<file path="src/memBusPkg.sv">
// Word, address and burst length types
// External burst command and data beat structs
`default_nettype none

package memBusPkg;

	localparam int DataWidth = 16;	// Data word width
	localparam int AddrWidth = 22;	// Word address width
	localparam int LenWidth  = 8;	// Burst length width

	typedef logic [DataWidth-1:0] word_t;
	typedef logic [AddrWidth-1:0] addr_t;
	typedef logic [LenWidth-1:0]  len_t;

	// ========================================
	// External burst bus
	// ========================================

	// One burst command, high for a single cycle
	typedef struct packed {
		logic  valid;
		logic  write;	// 1 write burst, 0 read burst
		addr_t addr;	// First word of burst
		len_t  len;	// Number of data beats
	} memCmd_t;

	// Data beat, same shape for write and read direction
	typedef struct packed {
		logic  valid;
		word_t data;
	} beat_t;

endpackage

`default_nettype wire

</file>
<file path="src/portPkg.sv">
// Port counts, FIFO depth and fill level type
// Stream configuration, grant struct and address ring step
`default_nettype none

package portPkg;

	import memBusPkg::*;

	localparam int NumWritePorts = 2;
	localparam int NumReadPorts  = 2;
	localparam int FifoDepth     = 64;	// Twice the largest burst of 32
	localparam int MaxPorts      = (NumWritePorts > NumReadPorts) ? NumWritePorts : NumReadPorts;
	localparam int PortIdxWidth  = (MaxPorts > 1) ? $clog2(MaxPorts) : 1;

	typedef logic [$clog2(FifoDepth + 1)-1:0] used_t;	// 0 .. FifoDepth

	// Per-stream ring setup
	typedef struct packed {
		addr_t startAddr;	// First burst address
		addr_t wrapAddr;	// First address past the ring
		len_t  burstLen;	// Zero disables the stream
	} streamCfg_t;

	typedef struct packed {
		logic                    valid;
		logic                    read;	// Read port when set, else write port
		logic [PortIdxWidth-1:0] port;
	} grant_t;

	// Ring step after a burst, back to start if next burst would pass wrap
	function automatic addr_t nextRingAddr(addr_t addr, streamCfg_t cfg);
		addr_t stepAddr;
		stepAddr = addr + addr_t'(cfg.burstLen);
		if (stepAddr + addr_t'(cfg.burstLen) > cfg.wrapAddr)
			return cfg.startAddr;
		return stepAddr;
	endfunction

endpackage

`default_nettype wire

</file>
<file path="src/portFifo.sv">
// Single-clock FIFO with synchronous clear
// Registered read data and fill level
`timescale 1ns/1ps
`default_nettype none

module portFifo
#(
	parameter int Depth = portPkg::FifoDepth	// Power of two
)
(
	input  logic             CLK,
	input  logic             RESET_N,
	input  logic             clear,
	input  logic             push,
	input  memBusPkg::word_t pushData,
	input  logic             pop,
	output memBusPkg::word_t popData,
	output logic             full,
	output logic             empty,
	output portPkg::used_t   used
);

	import memBusPkg::*;

	localparam int PtrWidth = $clog2(Depth);

	word_t               mem [Depth];	// Storage
	logic [PtrWidth-1:0] wrPtr;
	logic [PtrWidth-1:0] rdPtr;
	logic                doPush;
	logic                doPop;

	assign full   = (used == Depth);
	assign empty  = (used == 0);
	assign doPush = push && !full && !clear;	// Drop on full
	assign doPop  = pop && !empty && !clear;	// Empty pop ignored

	// Pointers and occupancy
	always_ff @(posedge CLK or negedge RESET_N)
	begin
		if (!RESET_N)
		begin
			wrPtr <= '0;
			rdPtr <= '0;
			used  <= '0;
		end
		else if (clear)
		begin
			wrPtr <= '0;
			rdPtr <= '0;
			used  <= '0;
		end
		else
		begin
			if (doPush)
				wrPtr <= wrPtr + 1'b1;	// Wraps at Depth
			if (doPop)
				rdPtr <= rdPtr + 1'b1;
			if (doPush && !doPop)
				used <= used + 1'b1;
			else if (doPop && !doPush)
				used <= used - 1'b1;
		end
	end

	always_ff @(posedge CLK)
	begin
		if (doPush)
			mem[wrPtr] <= pushData;
		if (doPop)
			popData <= mem[rdPtr];	// Head word the cycle after pop
	end

endmodule

`default_nettype wire

</file>
<file path="src/writeChannel.sv">
// Write stream channel
// FIFO, address ring and full-burst request
`timescale 1ns/1ps
`default_nettype none

module writeChannel
(
	input  logic                CLK,
	input  logic                RESET_N,
	input  portPkg::streamCfg_t cfg,
	input  logic                clear,
	input  memBusPkg::beat_t    userBeat,
	output logic                ready,
	input  logic                beatSel,	// Pop one word toward memory
	output memBusPkg::word_t    memData,
	input  logic                burstDone,
	output logic                burstReq,
	output memBusPkg::addr_t    addr
);

	import memBusPkg::*;
	import portPkg::*;

	logic  fifoFull;
	used_t fifoUsed;

	portFifo i_fifo
	(
		.CLK      (CLK),
		.RESET_N  (RESET_N),
		.clear    (clear),
		.push     (userBeat.valid),	// Taken when valid and ready
		.pushData (userBeat.data),
		.pop      (beatSel),
		.popData  (memData),
		.full     (fifoFull),
		.empty    (),
		.used     (fifoUsed)
	);

	assign ready = !fifoFull;

	// Whole burst waiting, stream enabled
	assign burstReq = (cfg.burstLen != '0) && (len_t'(fifoUsed) >= cfg.burstLen);

	// ========================================
	// Address ring
	// ========================================
	always_ff @(posedge CLK or negedge RESET_N)
	begin
		if (!RESET_N)
			addr <= '0;
		else if (clear)
			addr <= cfg.startAddr;	// Rewind
		else if (burstDone)
			addr <= nextRingAddr(addr, cfg);
	end

endmodule

`default_nettype wire

</file>
<file path="src/readChannel.sv">
// Read stream channel
// FIFO, address ring and refill request
`timescale 1ns/1ps
`default_nettype none

module readChannel
(
	input  logic                CLK,
	input  logic                RESET_N,
	input  portPkg::streamCfg_t cfg,
	input  logic                clear,
	input  logic                beatSel,	// This channel owns the read burst
	input  memBusPkg::beat_t    memBeat,
	input  logic                pop,
	output memBusPkg::beat_t    userBeat,
	input  logic                burstDone,
	output logic                burstReq,
	output memBusPkg::addr_t    addr
);

	import memBusPkg::*;
	import portPkg::*;

	logic  fifoEmpty;
	used_t fifoUsed;
	word_t fifoData;
	logic  rdValid;	// Pop accepted last cycle

	portFifo i_fifo
	(
		.CLK      (CLK),
		.RESET_N  (RESET_N),
		.clear    (clear),
		.push     (beatSel && memBeat.valid),
		.pushData (memBeat.data),
		.pop      (pop),
		.popData  (fifoData),
		.full     (),
		.empty    (fifoEmpty),
		.used     (fifoUsed)
	);

	// Below one burst, refill; room is guaranteed by FIFO depth
	assign burstReq = (cfg.burstLen != '0) && (len_t'(fifoUsed) < cfg.burstLen);

	assign userBeat = '{valid: rdValid, data: fifoData};

	always_ff @(posedge CLK or negedge RESET_N)
	begin
		if (!RESET_N)
			rdValid <= 1'b0;
		else
			rdValid <= pop && !fifoEmpty && !clear;	// Same rule as FIFO pop
	end

	// ========================================
	// Address ring
	// ========================================
	always_ff @(posedge CLK or negedge RESET_N)
	begin
		if (!RESET_N)
			addr <= '0;
		else if (clear)
			addr <= cfg.startAddr;
		else if (burstDone)
			addr <= nextRingAddr(addr, cfg);	// Step or wrap
	end

endmodule

`default_nettype wire

</file>
<file path="src/burstArbiter.sv">
// Fixed-priority burst arbiter
// Grant register, burst address and length latch, done routing
`timescale 1ns/1ps
`default_nettype none

module burstArbiter
(
	input  logic                                                   CLK,
	input  logic                                                   RESET_N,
	input  logic                [portPkg::NumWritePorts-1:0]       wrReq,
	input  logic                [portPkg::NumReadPorts-1:0]        rdReq,
	input  memBusPkg::addr_t    [portPkg::NumWritePorts-1:0]       wrAddr,
	input  memBusPkg::addr_t    [portPkg::NumReadPorts-1:0]        rdAddr,
	input  portPkg::streamCfg_t [portPkg::NumWritePorts-1:0]       wrCfg,
	input  portPkg::streamCfg_t [portPkg::NumReadPorts-1:0]        rdCfg,
	input  logic                                                   anyClear,
	input  logic                                                   done,
	output portPkg::grant_t                                        grant,
	output memBusPkg::addr_t                                       burstAddr,
	output memBusPkg::len_t                                        burstLen,
	output logic                [portPkg::NumWritePorts-1:0]       wrDone,
	output logic                [portPkg::NumReadPorts-1:0]        rdDone
);

	import memBusPkg::*;
	import portPkg::*;

	grant_t pick;	// Winner this cycle
	addr_t  pickAddr;
	len_t   pickLen;
	logic   loadGrant;

	// ========================================
	// Priority select
	// ========================================
	// Loops run from lowest priority up, later hits override
	always_comb
	begin
		pick     = '0;
		pickAddr = '0;
		pickLen  = '0;
		for (int i = NumReadPorts - 1; i >= 0; i--)
		begin
			if (rdReq[i])
			begin
				pick.valid = 1'b1;
				pick.read  = 1'b1;
				pick.port  = PortIdxWidth'(i);
				pickAddr   = rdAddr[i];
				pickLen    = rdCfg[i].burstLen;
			end
		end
		for (int i = NumWritePorts - 1; i >= 0; i--)
		begin
			if (wrReq[i])
			begin
				pick.valid = 1'b1;
				pick.read  = 1'b0;	// Writes beat all reads
				pick.port  = PortIdxWidth'(i);
				pickAddr   = wrAddr[i];
				pickLen    = wrCfg[i].burstLen;
			end
		end
	end

	// New grant only when idle and no stream is clearing
	assign loadGrant = !grant.valid && !anyClear && pick.valid;

	always_ff @(posedge CLK or negedge RESET_N)
	begin
		if (!RESET_N)
			grant <= '0;
		else if (grant.valid)
		begin
			if (done)
				grant.valid <= 1'b0;	// Release at end of burst
		end
		else if (loadGrant)
			grant <= pick;
	end

	always_ff @(posedge CLK)
	begin
		if (loadGrant)
		begin
			burstAddr <= pickAddr;	// Held through the burst
			burstLen  <= pickLen;
		end
	end

	// Done pulse back to the owner, one-hot
	always_comb
	begin
		for (int i = 0; i < NumWritePorts; i++)
			wrDone[i] = done && grant.valid && !grant.read && (grant.port == PortIdxWidth'(i));
		for (int i = 0; i < NumReadPorts; i++)
			rdDone[i] = done && grant.valid && grant.read && (grant.port == PortIdxWidth'(i));
	end

endmodule

`default_nettype wire

</file>
<file path="src/burstSequencer.sv">
// Burst sequencer FSM
// Command issue, write beat streaming, read beat counting, done pulse
`timescale 1ns/1ps
`default_nettype none

module burstSequencer
(
	input  logic                                        CLK,
	input  logic                                        RESET_N,
	input  portPkg::grant_t                             grant,
	input  memBusPkg::addr_t                            burstAddr,
	input  memBusPkg::len_t                             burstLen,
	output memBusPkg::memCmd_t                          memCmd,
	input  memBusPkg::word_t                            wrData,	// Granted FIFO head
	output memBusPkg::beat_t                            memWrBeat,
	output logic               [portPkg::NumWritePorts-1:0] wrSel,
	output logic               [portPkg::NumReadPorts-1:0]  rdSel,
	input  memBusPkg::beat_t                            memRdBeat,
	output logic                                        done
);

	import memBusPkg::*;
	import portPkg::*;

	typedef enum logic [2:0] {
		SeqIdle,
		SeqCmd,	// Command on the bus
		SeqWrite,
		SeqRead,
		SeqDone
	} seqState_t;

	seqState_t state;
	len_t      beatCnt;	// Beats moved so far
	len_t      lastBeat;
	logic      popNow;

	assign lastBeat = burstLen - len_t'(1);

	// FIFO output is registered, so pops run one cycle ahead of beats
	assign popNow = (state == SeqCmd && !grant.read) ||
	                (state == SeqWrite && beatCnt != lastBeat);

	assign memWrBeat = '{valid: (state == SeqWrite), data: wrData};
	assign done      = (state == SeqDone);

	// Channel selects
	always_comb
	begin
		for (int i = 0; i < NumWritePorts; i++)
			wrSel[i] = popNow && (grant.port == PortIdxWidth'(i));
		for (int i = 0; i < NumReadPorts; i++)
			rdSel[i] = (state == SeqRead) && (grant.port == PortIdxWidth'(i));	// Push gated by beat valid
	end

	// ========================================
	// Burst FSM
	// ========================================
	always_ff @(posedge CLK or negedge RESET_N)
	begin
		if (!RESET_N)
		begin
			state   <= SeqIdle;
			beatCnt <= '0;
			memCmd  <= '0;
		end
		else
		begin
			memCmd.valid <= 1'b0;	// Single-cycle command
			case (state)
				SeqIdle:
					if (grant.valid)
					begin
						memCmd.valid <= 1'b1;
						memCmd.write <= !grant.read;
						memCmd.addr  <= burstAddr;
						memCmd.len   <= burstLen;
						state        <= SeqCmd;
					end
				SeqCmd:
				begin
					beatCnt <= '0;
					state   <= grant.read ? SeqRead : SeqWrite;
				end
				SeqWrite:
				begin
					beatCnt <= beatCnt + 1'b1;	// One beat every cycle
					if (beatCnt == lastBeat)
						state <= SeqDone;
				end
				SeqRead:
					if (memRdBeat.valid)	// Beats arrive with gaps
					begin
						beatCnt <= beatCnt + 1'b1;
						if (beatCnt == lastBeat)
							state <= SeqDone;
					end
				SeqDone:
					state <= SeqIdle;	// Grant drops on this edge too
				default:
					state <= SeqIdle;
			endcase
		end
	end

endmodule

`default_nettype wire

</file>
<file path="src/multiPortSdramCtrl.sv">
// Multi-port burst memory controller top
// Write and read channel arrays, arbiter and sequencer
`timescale 1ns/1ps
`default_nettype none

module multiPortSdramCtrl
(
	input  logic                                                CLK,
	input  logic                                                RESET_N,
	// Write streams
	input  memBusPkg::beat_t    [portPkg::NumWritePorts-1:0]    wrBeat,
	input  portPkg::streamCfg_t [portPkg::NumWritePorts-1:0]    wrCfg,
	input  logic                [portPkg::NumWritePorts-1:0]    wrClear,
	output logic                [portPkg::NumWritePorts-1:0]    wrReady,
	// Read streams
	input  portPkg::streamCfg_t [portPkg::NumReadPorts-1:0]     rdCfg,
	input  logic                [portPkg::NumReadPorts-1:0]     rdClear,
	input  logic                [portPkg::NumReadPorts-1:0]     rdPop,
	output memBusPkg::beat_t    [portPkg::NumReadPorts-1:0]     rdBeat,
	// External burst bus
	output memBusPkg::memCmd_t                                  memCmd,
	output memBusPkg::beat_t                                    memWrBeat,
	input  memBusPkg::beat_t                                    memRdBeat
);

	import memBusPkg::*;
	import portPkg::*;

	logic  [NumWritePorts-1:0] wrReq;
	logic  [NumReadPorts-1:0]  rdReq;
	addr_t [NumWritePorts-1:0] wrAddr;	// Ring positions
	addr_t [NumReadPorts-1:0]  rdAddr;
	logic  [NumWritePorts-1:0] wrDone;
	logic  [NumReadPorts-1:0]  rdDone;
	logic  [NumWritePorts-1:0] wrSel;
	logic  [NumReadPorts-1:0]  rdSel;
	word_t [NumWritePorts-1:0] wrMemData;	// FIFO heads toward memory
	word_t                     seqWrData;
	grant_t                    grant;
	addr_t                     burstAddr;
	len_t                      burstLen;
	logic                      seqDone;
	logic                      anyClear;

	assign anyClear  = (|wrClear) | (|rdClear);	// Any clear stalls new grants
	assign seqWrData = wrMemData[grant.port];

	// ========================================
	// Stream channels
	// ========================================
	for (genvar i = 0; i < NumWritePorts; i++)
	begin : genWrite
		writeChannel i_wrChannel
		(
			.CLK       (CLK),
			.RESET_N   (RESET_N),
			.cfg       (wrCfg[i]),
			.clear     (wrClear[i]),
			.userBeat  (wrBeat[i]),
			.ready     (wrReady[i]),
			.beatSel   (wrSel[i]),
			.memData   (wrMemData[i]),
			.burstDone (wrDone[i]),
			.burstReq  (wrReq[i]),
			.addr      (wrAddr[i])
		);
	end

	for (genvar i = 0; i < NumReadPorts; i++)
	begin : genRead
		readChannel i_rdChannel
		(
			.CLK       (CLK),
			.RESET_N   (RESET_N),
			.cfg       (rdCfg[i]),
			.clear     (rdClear[i]),
			.beatSel   (rdSel[i]),
			.memBeat   (memRdBeat),	// Shared return path
			.pop       (rdPop[i]),
			.userBeat  (rdBeat[i]),
			.burstDone (rdDone[i]),
			.burstReq  (rdReq[i]),
			.addr      (rdAddr[i])
		);
	end

	// ========================================
	// Arbitration and burst control
	// ========================================
	burstArbiter i_arbiter
	(
		.CLK       (CLK),
		.RESET_N   (RESET_N),
		.wrReq     (wrReq),
		.rdReq     (rdReq),
		.wrAddr    (wrAddr),
		.rdAddr    (rdAddr),
		.wrCfg     (wrCfg),
		.rdCfg     (rdCfg),
		.anyClear  (anyClear),
		.done      (seqDone),
		.grant     (grant),
		.burstAddr (burstAddr),
		.burstLen  (burstLen),
		.wrDone    (wrDone),
		.rdDone    (rdDone)
	);

	burstSequencer i_sequencer
	(
		.CLK       (CLK),
		.RESET_N   (RESET_N),
		.grant     (grant),
		.burstAddr (burstAddr),
		.burstLen  (burstLen),
		.memCmd    (memCmd),
		.wrData    (seqWrData),
		.memWrBeat (memWrBeat),
		.wrSel     (wrSel),
		.rdSel     (rdSel),
		.memRdBeat (memRdBeat),
		.done      (seqDone)
	);

endmodule

`default_nettype wire

</file>
<file path="config.mk">
export PLATFORM = sky130hd
export DESIGN_NAME = multiPortSdramCtrl
export DESIGN_NICKNAME = d
export VERILOG_FILES = /design/src/memBusPkg.sv /design/src/portPkg.sv /design/src/portFifo.sv /design/src/writeChannel.sv /design/src/readChannel.sv /design/src/burstArbiter.sv /design/src/burstSequencer.sv /design/src/multiPortSdramCtrl.sv
export SDC_FILE = /design/constraint.sdc
export NUM_CORES = 2
export LEC_CHECK = 0
export ABC_CLOCK_PERIOD_IN_PS = 7200
export BUFFER_PORTS_ARGS = -buffer_cell sky130_fd_sc_hd__buf_4
export CAP_MARGIN = 20
export CORE_ASPECT_RATIO = 1.2
export CORE_MARGIN = 5
export CORE_UTILIZATION = 50
export CTS_CLUSTER_DIAMETER = 120
export DETAILED_ROUTE_END_ITERATION = 12
export PLACE_DENSITY = 0.68
export SKIP_CTS_REPAIR_TIMING = 1
export SKIP_LAST_GASP = 1
export SLEW_MARGIN = 20
export SYNTH_ARGS = -nofsm -noshare
export SYNTH_HDL_FRONTEND = slang
export SYNTH_SLANG_ARGS = --single-unit
export TNS_END_PERCENT = 30
</file>
<file path="constraint.sdc">
create_clock -name CLK -period 7.2 [get_ports CLK]
set_input_delay 1.8 -clock CLK [delete_from_list [all_inputs] [get_ports CLK]]
set_output_delay 1.8 -clock CLK [all_outputs]
set_load 0.05 [all_outputs]
</file>
# Word level (Yosys, flattened, before mapping)
# Memory sizes are Yosys's and may differ from the RTL's. A register that Yosys moved wholly into a read port is not among the register bits.
# Cells that the tools add are included.
# W data, S select, Z words.
[word_totals]
register_bits = 242
ramBits = 4096
input_bits = 267
out_inout_bits = 85
elab_cells = 274
memories = 4
[memory_table]
columns = ["memory", "depth", "width", "rd", "rd_ports_with_merged_regs", "write_ports", "line_no", "rtl"]
rows = [
  ["genRead[0].i_rdChannel.i_fifo.mem", 64, 16, 1, 1, 1, "portFifo.sv:27", "word_t mem [Depth];"],
  ["genRead[1].i_rdChannel.i_fifo.mem", 64, 16, 1, 1, 1, "portFifo.sv:27", ""],
  ["genWrite[0].i_wrChannel.i_fifo.mem", 64, 16, 1, 1, 1, "portFifo.sv:27", ""],
  ["genWrite[1].i_wrChannel.i_fifo.mem", 64, 16, 1, 1, 1, "portFifo.sv:27", ""],
]
[op_classes]
addsub = 26
order_cmp = 9
n_eq_ne = 12
mux = 90
bitwise = 3
n_reduce_logical = 101
[op_table]
columns = ["operator", "n"]
rows = [
  ["$mux W22", 20],
  ["$add A22 B8 Y22", 8],
  ["$mux W6", 16],
  ["$gt A22 B22 Y1", 4],
  ["$mux W7", 12],
  ["$mux W32", 2],
  ["$add A6 B1 Y6 const B", 8],
  ["$logic_and A1 B1 Y1", 45],
  ["$mux W8", 5],
  ["$mux W16", 2],
  ["$reduce_bool A8 Y1", 4],
  ["$add A7 B1 Y7 const B", 4],
  ["$eq A7 B7 Y1 const B", 4],
  ["$logic_not A7 Y1", 4],
  ["$sub A7 B1 Y7 const B", 4],
  ["$mux W3", 8],
  ["$pmux W8 S3", 1],
  ["$reduce_bool A2 Y1", 12],
  ["$logic_not A1 Y1", 23],
  ["$mux W1", 23],
  ["$ge A7 B8 Y1", 2],
  ["$lt A7 B8 Y1", 2],
  ["$reduce_bool A3 Y1", 5],
  ["$pmux W3 S4", 1],
  ["other kinds (15)", 22],
]

# Logic depth before layout (Yosys ltp)
[logic_depth]
word_depth = 11
depth_mapped = 27
depth_no_buf = 25

# Modules after synthesis
# A second synthesis with hierarchy kept.
[unflattened]
cells_unflattened = 9313
area_unflattened_um2 = 180543.2
[modules_own_cells]
columns = ["mod", "instances", "cells_per_inst", "area_each_um2", "seq_area_each_um2"]
rows = [
  ["portFifo (genWrite[0].i_wrChannel.i_fifo ...)", 2, 1821, 40700.3, 31705.4],
  ["portFifo (genRead[0].i_rdChannel.i_fifo)", 1, 1905, 41133.2, 31705.4],
  ["portFifo (genRead[1].i_rdChannel.i_fifo)", 1, 1817, 40660.2, 31705.4],
  ["readChannel", 2, 397, 3325.7, 575.6],
  ["writeChannel (genWrite[0].i_wrChannel)", 1, 400, 3179.3, 550.5],
  ["writeChannel (genWrite[1].i_wrChannel)", 1, 382, 3099.2, 550.5],
  ["burstSequencer", 1, 191, 2218.4, 1076.0],
  ["burstArbiter", 1, 163, 1944.4, 975.9],
  ["multiPortSdramCtrl", 1, 19, 256.5, 0.0],
]

# Worst setup path before layout
# No wires, ideal clock.
[synth_path]
path_type = "input to register"
start = "in rdCfg[3] (netlist bit)"
end = "reg genRead[0].i_rdChannel.addr[17]"
setup_ns = 0.139
arrival_ns = 6.834
required_ns = 7.061
slack_ns = 0.226
stages = 26
path_buffers = 2
cell_sequence = "ha_1 > a21o_1 > a21oi_4 > nand2_1 > a21o_1 > a21oi_1 > xnor2_1 > ha_1 > and3_1 > a22o_1 > o211ai_1 > nor4b_1 > o211a_1 > o21ai_0 > xnor2_1 > ha_1 > nand4_1 > nor3_1 > inv_1 > or4_1 > a21oi_1 > or2_1 > buf_2 > buf_2 > mux2i_1 > a22oi_1"
[synth_between]
elab_chain_cells = 9
[synth_lines]
columns = ["element", "line_no", "rtl"]
rows = [
  ["start, declared", "multiPortSdramCtrl.sv:16", "input portPkg::streamCfg_t [portPkg::NumReadPorts-1:0] rdCfg,"],
  ["$add A22 B8 Y22", "portPkg.sv:33", "stepAddr = addr + addr_t'(cfg.burstLen);"],
  ["$add A22 B8 Y22", "portPkg.sv:34", "if (stepAddr + addr_t'(cfg.burstLen) > cfg.wrapAddr)"],
  ["$gt A22 B22 Y1", "portPkg.sv:34", ""],
  ["$mux W1", "portPkg.sv:34", ""],
  ["$mux W1", "readChannel.sv:65", "else if (burstDone)"],
  ["$mux W1", "readChannel.sv:63", "else if (clear)"],
  ["$mux W22 *", "portPkg.sv:36", "return stepAddr;"],
  ["$mux W22 *", "readChannel.sv:65", ""],
  ["$mux W22 *", "readChannel.sv:63", ""],
  ["end signal, assigned", "readChannel.sv:64", "addr <= cfg.startAddr;"],
  ["end signal, assigned", "readChannel.sv:66", "addr <= nextRingAddr(addr, cfg);"],
  ["end, declared", "readChannel.sv:18", "output memBusPkg::addr_t addr"],
]
# Every way passes the cells marked *; elsewhere a longest branch is shown, timed or not. The select of a mux whose other input is x is not followed.
# A chain may end at the register's enable or synchronous reset.

# Worst setup path in the final report
[layout_path]
start = "in rdCfg[0] (netlist bit)"
end = "reg genRead[0].i_rdChannel.addr[17]"
# Same word-level chain as after synthesis.

==> results.txt <==
GR met2 Demand/Resource: 41.3%
vias in the first global route: 95200
max incr delay on CP: 0.52 ns
worst-path cell with the longest stage delay: or4_1
row cnt: 241
Final Hold Violating Endpoints: 0
initial core utilization: 50.3%
Multi-input gate area: 47100 um2
antenna violations before repair: 42
ratio of cells with drive above 1 in the final layout: 24.7%
CTS sink cnt: 4402
Core Util, Final: 56.9%
CP startpoint: rdCfg[0]
Fmax achieved: 153 MHz
Slew headroom: 22.5%
worst ir drop on vdd: 0.000210 V
critical path type: input pin to flip-flop
FF/Latch Area: 131000 um2
worst min-delay path category: flip-flop to flip-flop
Cells after DPL: 14600
Crit path arrival time: 7.32 ns
ANT nets after route: 0
FF-to-FF End: genRead[0].i_rdChannel.addr[17]
H-tree levels: 5
DIE HEIGHT: 668 um
TritonCTS buffer count: 420
CP required: 7.98 ns
critical path depth in cells: 28
synthesized cell area: 181000 um2
CP Capture Type: flip-flop
top_reg_cell synth: edfxtp_1
FF+latch count, synth: 4402
Worst Setup EP: genRead[0].i_rdChannel.addr[17]
max-cap viol count: 0
syn_area_per_cell: 18.7 um2
asr flop ratio synth: 4.82%
Final Cell Area: 204000 um2
Iteration-0 DRC Markers: 10100
clock slew seen by the registers of the worst setup and hold paths: 0.07 ns
worst skew pair latency: 0.97 ns
DRC viols: 0
yosys warns: 0
r2r startpoint: genRead[0].i_rdChannel.addr[0]
final setup vio count: 0
vias per cell: 6.16
Overflow after GRT: 0
Die W: 559 um
Final Max Slew Viols: 0
status: finished clean
Final WS setup: 0.663 ns
CTS tree: yes
Final period util: 90.8%
cells after synthesis: 9643
Final min period: 6.54 ns
clock tree buffer depth: 4
largest net degree at the start of global routing: 139
CP delay by family, top: simple AND/OR/NAND/NOR gates
vias: 94600
# port buffers: 351
total negative slack: 0 ns
GR peak layer: met2
Pleak: 65.0 nW
grt met1 use: 31.9%
fill count: 26700
Setup crit start kind: input pin
P&R area growth vs syn: 13.1%
first-pass GRT wire length: 667 mm
number of synthesized flops with an enable pin: 4190
Final Skew: 0.0671 ns
dpl ws: -0.181 ns
DR pass1 iterations: 6
Wirelength per Cell: 29.9 um
post-synthesis sequential area ratio: 72.6%
worst path bufs/invs: 5
Detailed Place HPWL: 291 mm
RSZ-0062 raised after global routing: false
clock root cell: clkbuf_16
final non-filler cell total: 15400
synth unique cells: 98
crit path max fanout: 12
Worst-Margin Slew: 1.16 ns
Power Dens Cells: 331 nW/um2
I/O pin cnt: 352
R2R setup slack: 1.08 ns
die area: 373000 um2
GR Util met3: 3.79%
Placement Cell Area: 190000 um2
Nets: 10700
drt total wl: 459 mm
Final Wtd Congestion: 0.905
Worst Reg-to-Reg Cells: 27
core region area: 359000 um2
syn nets: 10100
Global Route Usage Sum: 24.3%
-- layout by cell type, fill, tap and decap left out, types with 60 or more instances in the layout --
cell and count:
edfxtp_1 4190, buf_4 688, ha_1 208, o21ai_0 306
xnor2_1 137, clkinv_1 85, a21o_1 76, mux2_2 181
clkinv_2 75, clkbuf_16 426, dfrtp_1 195, a21oi_1 386
clkbuf_1 85, mux4_2 960, o22ai_1 155, nand3_1 64
inv_1 192, o221ai_1 130, nand2_1 334, nor2_1 390
xor2_1 60, mux2i_1 446
-- metrics by stage --
step / hold WS (ns) / power (mW)
after global routing: 0.501 / 70.4
after global placement: 0.465 / 45.9
after CTS: 0.477 / 68.1
after floorplan: 0.454 / 41.0
final: 0.485 / 67.7
after detailed placement: 0.463 / 46.2
-- metal layers --
layer	up-vias	share of wire, %
met2	3825	51
met5	-	0.048
met4	32	4.3
met1	49500	38
met3	803	7.0
li1	40500	-
-- where the power goes --
part | leakage, nW | switching, mW | total [mW] | internal, mW
clock | 6.68 | 9.47 | 22.0 | 12.5
sequential | 40.3 | 0.998 | 29.7 | 28.7
combinational | 18.0 | 8.82 | 16.0 | 7.17
-- Yosys cell counts (22+ instances only) --
library cell  instances  area, um2
edfxtp_1           4190     126000
nand4_1              41        257
o221ai_1            130       1140
nand2b_1             35        219
a21o_1               76        571
mux2i_1             446       4460
dfrtp_1             212       5310
nand3_1              64        320
mux4_2              960      21600
buf_1               111        417
a21oi_1             387       1940
and3_1               24        150
nor3_1               50        250
nor2_1              461       1730
mux2_2              181       2040
xnor2_1             137       1200
xor2_1               60        526
inv_1               192        721
buf_2                70        350
a221oi_1             34        298
a211oi_1             22        165
o21ai_0             310       1550
nor2b_1              41        257
nand2_1             336       1260
o22ai_1             155        970
clkbuf_1            339       1270
ha_1                208       2600
nor4_1               25        156
-- how the worst min path moves through the flow --
stage	cells past startpoint	startpoint	end	slack, ns
after global placement	1	i_arbiter.burstAddr[13]	i_sequencer.memCmd[21]	0.47
after floorplan	1	i_arbiter.burstAddr[21]	i_sequencer.memCmd[29]	0.45
after global routing	1	i_arbiter.burstAddr[13]	i_sequencer.memCmd[21]	0.50
after detailed placement	1	i_arbiter.burstAddr[13]	i_sequencer.memCmd[21]	0.46
after CTS	1	i_arbiter.burstAddr[13]	i_sequencer.memCmd[21]	0.48
final	1	i_arbiter.burstAddr[19]	i_sequencer.memCmd[27]	0.48
-- layout make-up --
cell class	count	area share (%)
well taps	4738	2.90
clock buffers	526	5.47
flip-flops and latches	4402	64.2
clock inverters	249	1.23
repair buffers	716	2.78
multi-input cells	4523	23.0
inverters	192	0.353
diodes	21	0.0257
-- cell families (layout without fill, tap and decap cells) --
family	count (synthesis)	after routing	share of synthesized area [%]
muxes	1592	1592	15.6
other	0	21	0
buffers and inverters	718	1683	1.55
adders and majority gates	220	220	1.57
and+or+nand+nor	1222	1222	3.18
DFF	4402	4402	72.6
AOI/OAI and AO/OA	1289	1289	4.50
xor gates and xnor gates	200	200	0.989
-- flip-flops by register name, indices dropped and copies added (netlist names), 14 cells and up --
| register | flops |
|---|---|
| genRead.i_rdChannel.addr | 44 |
| genWrite.i_wrChannel.addr | 44 |
| genRead.i_rdChannel.i_fifo.mem | 2048 |
| i_arbiter.burstAddr | 22 |
| genWrite.i_wrChannel.i_fifo.mem | 2048 |
| genWrite.i_wrChannel.i_fifo.used | 14 |
| genRead.i_rdChannel.i_fifo.used | 14 |
| genWrite.i_wrChannel.i_fifo.popData | 32 |
| i_sequencer.memCmd | 32 |
| genRead.i_rdChannel.i_fifo.popData | 32 |
(Power assumes the default switching activity.)
